File: config.mk
export PLATFORM = sky130hd
export DESIGN_NAME = lcd_ctrl_top
export DESIGN_NICKNAME = d
export VERILOG_FILES = /design/src/design/lcd_pkg.sv /design/src/design/lcd_ctrl_top.sv /design/src/design/frame_sequencer.sv /design/src/design/byte_generator.sv /design/src/design/spi_serializer.sv /design/src/design/sprite_rom.sv
export VERILOG_INCLUDE_DIRS = /design/src /design/src/design
export SDC_FILE = /design/constraint.sdc
export NUM_CORES = 1
export LEC_CHECK = 0
export BUFFER_PORTS_ARGS = -buffer_cell sky130_fd_sc_hd__buf_2
export CORE_MARGIN = 8
export CORE_UTILIZATION = 34
export DETAILED_ROUTE_END_ITERATION = 10
export SLEW_MARGIN = 25
export SYNTH_ARGS = -nofsm -noshare
export SYNTH_HDL_FRONTEND = slang
export SYNTH_HIERARCHICAL = 1
export SYNTH_SLANG_ARGS = --single-unit
File: constraint.sdc
create_clock -name clock -period 4 [get_ports clock]
set_input_delay 0.2 -clock clock [delete_from_list [all_inputs] [get_ports clock]]
set_output_delay 0.2 -clock clock [all_outputs]
set_load 0.1 [all_outputs]
File: src/design/lcd_macros.svh
`ifndef LCD_MACROS_SVH
`define LCD_MACROS_SVH

`define LCD_SPI_DIV        4     // clocks per half sclk period
`define LCD_RST_CYCLES     16
`define LCD_CLEAR_BYTES    504   // 84 x 6 banks
`define LCD_BAR_COLUMNS    14
`define LCD_BAR_MAX_LEVEL  4
`define LCD_BAR_FILL       8'h7E

`define LCD_INIT_0         8'h21 // extended instruction set
`define LCD_INIT_1         8'h90 // vop contrast
`define LCD_INIT_2         8'h20 // back to basic set
`define LCD_INIT_3         8'h0C // normal display

`define LCD_PEAR_X         8'h80
`define LCD_HEART_X        8'hB8
`define LCD_BAR_X          8'h89
`define LCD_ROW0_Y         8'h40

`endif
File: src/design/lcd_pkg.sv
`default_nettype none

package lcd_pkg;

	typedef enum logic [2:0] {
		op_init  = 3'd0,
		op_clear = 3'd1,
		op_pear  = 3'd2,
		op_heart = 3'd3,
		op_bars  = 3'd4
	} lcd_op_e;

	typedef struct packed {
		lcd_op_e    op;
		logic [2:0] level; // already saturated
	} lcd_job_t;

	typedef struct packed {
		logic       dc; // 1 = data, 0 = command
		logic [7:0] data;
	} lcd_byte_t;

	typedef enum logic [2:0] {
		st_reset, st_init, st_clear, st_busy, st_drain, st_idle
	} seq_state_e;

	typedef enum logic [2:0] {
		ph_idle, ph_init, ph_clear, ph_addr_x, ph_addr_y, ph_sprite, ph_bar
	} gen_phase_e;

endpackage

`default_nettype wire

File: src/design/lcd_ctrl_top.sv
`default_nettype none

module lcd_ctrl_top (
	input  wire logic             clock,
	input  wire logic             rst,
	input  wire logic             req,
	input  wire lcd_pkg::lcd_op_e req_op,
	input  wire logic [3:0]       req_level,
	output      logic             ready,
	output      logic             lcd_rst_n,
	output      logic             sce,
	output      logic             sclk,
	output      logic             mosi,
	output      logic             dc
);
	import lcd_pkg::*;

	lcd_job_t  job;
	lcd_byte_t gen_byte;
	logic      job_start;
	logic      job_done;
	logic      byte_valid;
	logic      byte_taken;
	logic      line_idle;

	frame_sequencer u_frame_sequencer (
		.clock     (clock),
		.rst       (rst),
		.req       (req),
		.req_op    (req_op),
		.req_level (req_level),
		.ready     (ready),
		.lcd_rst_n (lcd_rst_n),
		.job       (job),
		.job_start (job_start),
		.job_done  (job_done),
		.line_idle (line_idle)
	);

	byte_generator u_byte_generator (
		.clock      (clock),
		.rst        (rst),
		.job        (job),
		.job_start  (job_start),
		.job_done   (job_done),
		.out_byte   (gen_byte),
		.byte_valid (byte_valid),
		.byte_taken (byte_taken)
	);

	spi_serializer u_spi_serializer (
		.clock      (clock),
		.rst        (rst),
		.in_byte    (gen_byte),
		.byte_valid (byte_valid),
		.byte_taken (byte_taken),
		.line_idle  (line_idle),
		.sce        (sce),
		.sclk       (sclk),
		.mosi       (mosi),
		.dc         (dc)
	);

endmodule

`default_nettype wire

File: src/design/frame_sequencer.sv
`default_nettype none

`include "lcd_macros.svh"

module frame_sequencer (
	input  wire                logic clock,
	input  wire                logic rst,
	input  wire                logic req,
	input  wire lcd_pkg::lcd_op_e    req_op,
	input  wire                logic [3:0] req_level,
	output                     logic ready,
	output                     logic lcd_rst_n,
	output lcd_pkg::lcd_job_t        job,
	output                     logic job_start,
	input  wire                logic job_done,
	input  wire                logic line_idle
);
	import lcd_pkg::*;

	seq_state_e state;
	logic [7:0] rst_cnt;
	logic [2:0] sat_level;

	assign sat_level = (req_level > 4'(`LCD_BAR_MAX_LEVEL)) ?
		3'(`LCD_BAR_MAX_LEVEL) : req_level[2:0];

	assign ready = (state == st_idle); // drops the cycle after a request is taken

	always_ff @(posedge clock) begin
		job_start <= 1'b0;
		if (rst) begin
			state     <= st_reset;
			rst_cnt   <= 8'd0;
			lcd_rst_n <= 1'b0;
			job       <= '0;
		end else begin
			case (state)
				st_reset: begin
					if (rst_cnt == 8'(`LCD_RST_CYCLES - 1)) begin
						lcd_rst_n <= 1'b1;
						job.op    <= op_init;
						job.level <= 3'd0;
						job_start <= 1'b1;
						state     <= st_init;
					end else begin
						rst_cnt <= rst_cnt + 8'd1;
					end
				end
				st_init: begin
					if (job_done) begin // clear can follow without waiting for the line
						job.op    <= op_clear;
						job_start <= 1'b1;
						state     <= st_clear;
					end
				end
				st_clear: begin
					if (job_done)
						state <= st_drain;
				end
				st_busy: begin
					if (job_done)
						state <= st_drain;
				end
				st_drain: begin
					if (line_idle) // last byte fully shifted
						state <= st_idle;
				end
				st_idle: begin
					if (req) begin
						job.op    <= req_op;
						job.level <= sat_level;
						job_start <= 1'b1;
						state     <= st_busy;
					end
				end
				default: state <= st_reset;
			endcase
		end
	end

endmodule

`default_nettype wire

File: src/design/byte_generator.sv
`default_nettype none

`include "lcd_macros.svh"

module byte_generator (
	input  wire                logic clock,
	input  wire                logic rst,
	input  wire lcd_pkg::lcd_job_t   job,
	input  wire                logic job_start,
	output                     logic job_done,
	output lcd_pkg::lcd_byte_t       out_byte,
	output                     logic byte_valid,
	input  wire                logic byte_taken
);
	import lcd_pkg::*;

	gen_phase_e phase;
	lcd_job_t   cur_job;
	logic [8:0] count;     // byte index inside the current phase
	logic [1:0] bar_pos;   // 0,1 fill and 2 gap
	logic [2:0] bar_units; // level units still to draw
	logic [7:0] rom_pattern;
	logic       rom_last;
	logic       last_byte;

	sprite_rom u_sprite_rom (
		.op          (cur_job.op),
		.column      (count[3:0]),
		.pattern     (rom_pattern),
		.last_column (rom_last)
	);

	assign byte_valid = (phase != ph_idle);

	always_comb begin
		out_byte.dc   = 1'b0;
		out_byte.data = 8'h00;
		last_byte     = 1'b0;
		case (phase)
			ph_init: begin
				case (count[1:0])
					2'd0: out_byte.data = `LCD_INIT_0;
					2'd1: out_byte.data = `LCD_INIT_1;
					2'd2: out_byte.data = `LCD_INIT_2;
					default: out_byte.data = `LCD_INIT_3;
				endcase
				last_byte = (count == 9'd3);
			end
			ph_clear: begin
				out_byte.dc = 1'b1;
				last_byte   = (count == 9'(`LCD_CLEAR_BYTES - 1));
			end
			ph_addr_x: begin
				case (cur_job.op)
					op_pear:  out_byte.data = `LCD_PEAR_X;
					op_heart: out_byte.data = `LCD_HEART_X;
					default:  out_byte.data = `LCD_BAR_X;
				endcase
			end
			ph_addr_y: out_byte.data = `LCD_ROW0_Y;
			ph_sprite: begin
				out_byte.dc   = 1'b1;
				out_byte.data = rom_pattern;
				last_byte     = rom_last;
			end
			ph_bar: begin
				out_byte.dc = 1'b1;
				if (bar_units != 3'd0 && bar_pos != 2'd2)
					out_byte.data = `LCD_BAR_FILL;
				last_byte = (count == 9'(`LCD_BAR_COLUMNS - 1));
			end
			default: ;
		endcase
	end

	always_ff @(posedge clock) begin
		job_done <= 1'b0;
		if (rst) begin
			phase     <= ph_idle;
			cur_job   <= '0;
			count     <= 9'd0;
			bar_pos   <= 2'd0;
			bar_units <= 3'd0;
		end else begin
			case (phase)
				ph_idle: begin
					if (job_start) begin
						cur_job   <= job;
						count     <= 9'd0;
						bar_pos   <= 2'd0;
						bar_units <= job.level;
						case (job.op)
							op_init:  phase <= ph_init;
							op_clear: phase <= ph_clear;
							default:  phase <= ph_addr_x;
						endcase
					end
				end
				ph_addr_x: begin
					if (byte_taken)
						phase <= ph_addr_y;
				end
				ph_addr_y: begin
					if (byte_taken)
						phase <= (cur_job.op == op_bars) ? ph_bar : ph_sprite;
				end
				default: begin
					if (byte_taken) begin
						count <= count + 9'd1;
						if (bar_pos == 2'd2) begin
							bar_pos <= 2'd0;
							if (bar_units != 3'd0)
								bar_units <= bar_units - 3'd1;
						end else begin
							bar_pos <= bar_pos + 2'd1;
						end
						if (last_byte) begin
							phase    <= ph_idle;
							job_done <= 1'b1;
						end
					end
				end
			endcase
		end
	end

endmodule

`default_nettype wire

File: src/design/spi_serializer.sv
`default_nettype none

`include "lcd_macros.svh"

module spi_serializer (
	input  wire                 logic clock,
	input  wire                 logic rst,
	input  wire lcd_pkg::lcd_byte_t   in_byte,
	input  wire                 logic byte_valid,
	output                      logic byte_taken,
	output                      logic line_idle,
	output                      logic sce,
	output                      logic sclk,
	output                      logic mosi,
	output                      logic dc
);
	import lcd_pkg::*;

	logic [7:0] div_cnt;
	logic [2:0] bit_cnt;
	logic [7:0] shift_reg;
	logic       gap;       // sce high spacing between bytes
	logic       half_tick;
	logic       fall_tick;
	logic       load;

	assign half_tick = (div_cnt == 8'(`LCD_SPI_DIV - 1));
	assign fall_tick = ~sce & half_tick & sclk;
	assign line_idle = sce & ~gap;
	assign load      = line_idle & byte_valid;
	assign mosi      = shift_reg[7]; // msb first

	always_ff @(posedge clock) begin
		byte_taken <= 1'b0;
		if (rst) begin
			sce     <= 1'b1;
			sclk    <= 1'b0;
			gap     <= 1'b0;
			div_cnt <= 8'd0;
			bit_cnt <= 3'd0;
		end else if (gap) begin
			if (half_tick) begin
				gap     <= 1'b0;
				div_cnt <= 8'd0;
			end else begin
				div_cnt <= div_cnt + 8'd1;
			end
		end else if (!sce) begin
			if (half_tick) begin
				div_cnt <= 8'd0;
				sclk    <= ~sclk;
				if (sclk) begin
					if (bit_cnt == 3'd7) begin // eighth falling edge ends the frame
						sce <= 1'b1;
						gap <= 1'b1;
					end else begin
						bit_cnt <= bit_cnt + 3'd1;
					end
				end
			end else begin
				div_cnt <= div_cnt + 8'd1;
			end
		end else if (load) begin
			sce        <= 1'b0;
			byte_taken <= 1'b1;
			div_cnt    <= 8'd0;
			bit_cnt    <= 3'd0;
		end
	end

	always_ff @(posedge clock) begin
		if (load) begin
			shift_reg <= in_byte.data;
			dc        <= in_byte.dc; // steady for the whole byte
		end else if (fall_tick && bit_cnt != 3'd7) begin
			shift_reg <= {shift_reg[6:0], 1'b0};
		end
	end

endmodule

`default_nettype wire

File: src/design/sprite_rom.sv
`default_nettype none

module sprite_rom (
	input  wire lcd_pkg::lcd_op_e op,
	input  wire logic [3:0]       column,
	output      logic [7:0]       pattern,
	output      logic             last_column
);
	import lcd_pkg::*;

	always_comb begin
		pattern     = 8'h00;
		last_column = 1'b1; // nothing to draw for other ops
		case (op)
			op_pear: begin
				case (column)
					4'd0: pattern = 8'h30;
					4'd1: pattern = 8'h48;
					4'd2: pattern = 8'h84;
					4'd3: pattern = 8'h82;
					4'd4: pattern = 8'h87;
					4'd5: pattern = 8'h49;
					default: pattern = 8'h30;
				endcase
				last_column = (column >= 4'd6);
			end
			op_heart: begin
				case (column)
					4'd0, 4'd8: pattern = 8'h0C; // symmetric shape
					4'd1, 4'd7: pattern = 8'h12;
					4'd2, 4'd6: pattern = 8'h21;
					4'd3, 4'd5: pattern = 8'h41;
					4'd4:       pattern = 8'h82;
					default:    pattern = 8'h0C;
				endcase
				last_column = (column >= 4'd8);
			end
			default: ;
		endcase
	end

endmodule

`default_nettype wire

======== Word level (Yosys, flattened, before mapping) ========
Memories as Yosys holds them, arrays and structs flattened. A register that Yosys moved wholly into a read port is not among the register bits.
Index checks and enable logic that the tools add are counted.
operators by class
  div/mod/pow operators ................... 0
  order comparisons ....................... 3
  multipliers ............................. 0
  add/sub/neg operators ................... 6
  reductions and logical operators ........ 33
  bitwise operators ....................... 10
  muxes and demuxes ....................... 68
  shift operators ......................... 0
  equality and inequality tests ........... 42
operators by type and width
  cell                                            count
  one-hot mux 8 bit (5 select lines)              2
  2-to-1 mux 3 bit                                21
  2-to-1 mux 8 bit                                6
  one-hot mux 8 bit (3 select lines)              1
  == test 3 bit (second input constant)           7
  AND reduction 5 bit                             4
  == test 3 x 2 -> 1 bit (second input constant)  6
  2-to-1 mux 9 bit                                2
  one-hot mux 3 bit (3 select lines)              2
  one-hot mux 9 bit (2 select lines)              1
  adder 8 x 1 -> 8 bit (second input constant)    2
  one-hot mux 8 bit (2 select lines)              1
  one-hot mux 3 bit (5 select lines)              1
  2-to-1 mux 1 bit                                14
  != test 2 x 1 -> 1 bit (second input constant)  7
  nonzero test 2 bit                              7
  2-to-1 mux 6 bit                                2
  one-hot mux 3 bit (2 select lines)              2
  one-hot mux 6 bit (2 select lines)              1
  adder 9 x 1 -> 9 bit (second input constant)    1
  == test 3 x 1 -> 1 bit (second input constant)  3
  == test 9 x 2 -> 1 bit (second input constant)  1
  == test 9 x 4 -> 1 bit (second input constant)  1
  == test 9 bit (second input constant)           1
  other kinds (35)                                66
storage, ports and cells
  flip-flop bits (word level) ............. 64
  RAM bits ................................ 0
  memory bits (read-only) ................. 128
  output and inout port bits .............. 6
  memories kept ........................... 1
  word-level logic and storage cells ...... 183
  input port bits ......................... 10
  latch bits .............................. 0
memories
  name              depth  width  rd ports  clocked after Yosys merged registers in  write ports  RTL line          text
  (name not given)  16     8      1         1                                        0            sprite_rom.sv:28  case (column)

======== Longest topological paths before layout ========
  depth after elaboration ................. 6
  mapped depth ............................ 10
  gate-level depth less buffers ........... 10

======== Hierarchy ========
The synthesis kept the hierarchy.
by module, submodules not included
  module           cells an instance  seq. area each (um2)  area an instance (um2)  instances
  byte_generator   182                420.4                 1428.9                  1
  spi_serializer   104                570.5                 1126.1                  1
  frame_sequencer  111                380.4                 999.7                   1
  sprite_rom       44                 0.0                   319.1                   1

======== Worst setup path before layout ========
Ideal clock, no wire load.
  kind .................................... reg2reg
  start ................................... register u_spi_serializer.sce
  end ..................................... register u_spi_serializer.shift_reg[0], enable pin
  slack ................................... 1.437 ns
  buffers on the path ..................... 0
  data arrival time ....................... 2.188 ns
  cell stages (with the launch flop) ...... 5
  period minus slack after synthesis ...... 2.563 ns
  required time ........................... 3.625 ns
  setup time .............................. 0.375 ns
  path through ............................ dfxtp_1 nand2b_1 inv_2 nand2_1 a21oi_1
on the way
  elaborated cells between the ends (all ways) .. 7
  classes of those cells .................. bitwise (5); reduce/logical (2)
RTL lines
  item                                 RTL line              text
  start, declared                      spi_serializer.sv:12  output logic sce,
  start signal, assigned               spi_serializer.sv:36  sce <= 1'b1;
  start signal, assigned               spi_serializer.sv:54  sce <= 1'b1;
  start signal, assigned               spi_serializer.sv:64  sce <= 1'b0;
  AND 1 bit                            spi_serializer.sv:29  assign line_idle = sce & ~gap;
  named net line_idle                  lcd_ctrl_top.sv:24    logic line_idle;
  AND 1 bit                            spi_serializer.sv:30  assign load = line_idle & byte_valid;
  nonzero test 2 bit (no source line)  n/a
  end signal, assigned                 spi_serializer.sv:73  shift_reg <= in_byte.data;
  end signal, assigned                 spi_serializer.sv:76  shift_reg <= {shift_reg[6:0], 1'b0};
  end, declared                        spi_serializer.sv:21  logic [7:0] shift_reg;
The timed path passes the listed nets, and every way through them passes these cells.
A chain may end at the register's enable or synchronous reset.

======== Final worst setup path ========
  start ................................... register u_byte_generator.phase[1]
  end ..................................... register u_spi_serializer.shift_reg[5], enable pin
on the way
  word-level cells in the longest chain between the ends .. 3
ends and longest elaborated chain
  item                                 RTL line              text
  start, declared                      byte_generator.sv:17  gen_phase_e phase;
  start signal, assigned               byte_generator.sv:79  phase <= ph_idle;
  start signal, assigned               byte_generator.sv:93  op_init: phase <= ph_init;
  start signal, assigned               byte_generator.sv:94  op_clear: phase <= ph_clear;
  nonzero test 3 bit                   byte_generator.sv:33  assign byte_valid = (phase != ph_idle);
  named net byte_valid                 lcd_ctrl_top.sv:22    logic byte_valid;
  AND 1 bit                            spi_serializer.sv:30
  nonzero test 2 bit (no source line)  n/a
The timed path passes the listed nets, and every way through them passes these cells.

==> metrics.txt <==
synth unique cells=78; R2R Path Start=u_byte_generator/phase[1]; H-tree Lvls=3; final worst slack=1290 ps; Worst Skew=6.02 ps; reg2reg end=u_spi_serializer/shift_reg[5]; Top FF cell, synth=dfxtp_1; fin. max-slew vios=0; max FFs per register=9; IO Pins=16; Post-synth ARST share=0; die height=123 um; count leader, synth=nor2_1; root buffer cell=clkbuf_16; grt met1 use=0.155; WS Path Type=register to register; fin crit period=2710 ps; Avg WL per Cell=13.5 um; CP max FO=20; dpl cell area=0.00404 sq mm; hold depth=3; CP peak stage delay=870 ps; Final Hold Viols=0; GRT Util Overall=0.115; met2 global-route usage=0.175; DR iter-0 viols=182; Slew HR=0.356; Hold Path Class=input pin to register; synthesized flop and latch total=64; post-route cell area=0.00439 sq mm; Mean Syn Cell Area=8.78 sq um; num rows=39; Inserted Clock Buffers=9; WL final=8110 um; Syn Std Cell Area=0.00387 sq mm; Max VDD drop=0.000205 V; Non-Filler Instances=600; EDFF count, synth=9; Final Cycle Share=0.677; RSZ-0062 raised after global routing=no; achievable clock frequency=369 MHz; total power density per cell area=449 mW/mm^2; top post-synthesis cells by area=dfxtp_1, edfxtp_1, nor2_1, ha_1, a21oi_1; Die Wd=123 um; most flop-heavy register=u_byte_generator/count; hold_buf cts=0; dpl cells=584; Synth area leader=dfxtp_1; Initial Util=0.344; most used routing layer=met2; post-detail-place hpwl=5690 um; 1st-pass router iterations=4; # diodes=0; CTS clk-pin slew, worst paths=60 ps; Setup Viol. Count Final=0; hold slack final=129 ps; DRT antenna net count=0; R2R setup slack=1290 ps; setup TNS=0 ps; fillers=1117; largest net degree at the start of global routing=54; CTS tree=yes; Longest Clk Path Bufs=2; Via density=5.26; status=finished clean; required time of the critical path=4000 ps; Core ar.=0.0113 sq mm; Seq/Total Area, Yosys=0.354; area delta synth->final=13.3%; initial antenna violation count=0; synthesized instance count=441; die area=0.0151 sq mm; RePlAce Congestion=0.806; CP arrival=2700 ps; hold endpoint=u_frame_sequencer/job[0]; Total Nets Final=477; clk_lat worst skew=330 ps; global route total overflow=0; max_cap viols=0; CP Launch Type=register; share of the synthesized area in the top cell type=0.284; Post-Place Setup Slack=1320 ps; # port buffers=15; number of global-route vias before repair=2992; Synth top cells by count=nor2_1, dfxtp_1, a21oi_1, nand2_1, inv_1; synth warn=6; Lkg Pwr=1.61 nW; first-pass GRT wire length=14200 um; Slew @ Worst Pin=959 ps; Critical Path End Type=register; clk sinks=64; layout cell share with drive strength beyond 1=0.158; Syn Nets=466; Reg2Reg Depth=4; setup repair bufs after CTS=0; via count=3154; met3 Use GR=0.0239; DR DRC count=0; crit-path cells=nor3_1, inv_1, nand2_1, a21oi_1; hold_sp=req_level[0]; CP max-delay cell=nor3_1; post-CTS sizing=0
area by class of cell:
class,instances,area [sq um],area share
clock inverters,5,85.1,0.0194
multi-input cells,341,2330,0.531
flip-flops and latches,64,1370,0.312
inverters,19,71.3,0.0162
repair buffers,17,90.1,0.0205
well taps,143,179,0.0408
clock buffers,11,264,0.0601
critical path: cells and delay by family, from the launching register on:
kind | cells | cell delay [ps]
AO/OA/AOI/OAI | 1 | 330
AND/OR/NAND/NOR | 2 | 1250
flip-flops | 1 | 500
buffers and inverters | 1 | 300
placed cells by master, fill, tap and decap left out, types with 6 or more instances in the layout:
cell       Yosys  layout
clkbuf_16      0      10
nor4_1         6       6
nor3_1         8       8
inv_1         18      18
buf_2          3      15
mux2i_1       10      10
xor2_1        10      10
mux2_2         9       9
a21oi_1       35      35
edfxtp_1       9       9
nand2b_1      10      10
nor2_1        61      61
nand2_1       28      28
ha_1          15      15
and3_1         6       6
dfxtp_1       55      55
a211oi_1      12      12
o21ai_0       17      17
nand4_1        9       9
nand3_1       13      13
per-stage QoR:
step                      utilization  total power, mW
after floorplan                     -             1.03
after global placement          0.359             1.08
after detailed placement        0.359             1.09
after CTS                       0.389             2.00
after global routing            0.389             2.07
final                           0.389             1.97
routing by layer:
layer	vias to the layer above	part of all wire
met5	-	0
met4	0	0.010
met3	5	0.019
met2	29	0.44
met1	1487	0.53
li1	1633	-
report_power, final:
part / switching [mW] / total, mW / internal, mW
sequential: 0.0480 / 0.767 / 0.719
clock: 0.290 / 0.893 / 0.603
combinational: 0.205 / 0.311 / 0.107
total: 0.542 / 1.97 / 1.43
kinds of logic after synthesis:
family | count (synthesis) | synth area share
AND/OR/NAND/NOR | 186 | 0.276
AO/OA/AOI/OAI | 106 | 0.191
flip-flops | 64 | 0.354
buffers and inverters | 36 | 0.0446
multiplexers | 19 | 0.0520
XOR/XNOR | 15 | 0.0339
adder cells (fa/ha/maj) | 15 | 0.0484
how the worst max path moves through the flow:
stage / from / endpoint / cells past startpoint
2_1_floorplan: u_spi_serializer/sce / u_spi_serializer/shift_reg[0] / 4
3_3_place_gp: u_byte_generator/phase[1] / u_spi_serializer/shift_reg[7] / 4
3_5_place_dp: u_byte_generator/phase[1] / u_spi_serializer/shift_reg[5] / 4
4_1_cts: u_byte_generator/phase[1] / u_spi_serializer/shift_reg[5] / 4
5_1_grt: u_byte_generator/phase[1] / u_spi_serializer/shift_reg[5] / 4
6_report: u_byte_generator/phase[1] / u_spi_serializer/shift_reg[5] / 4
Note: power is estimated with default switching activity, not from simulation.
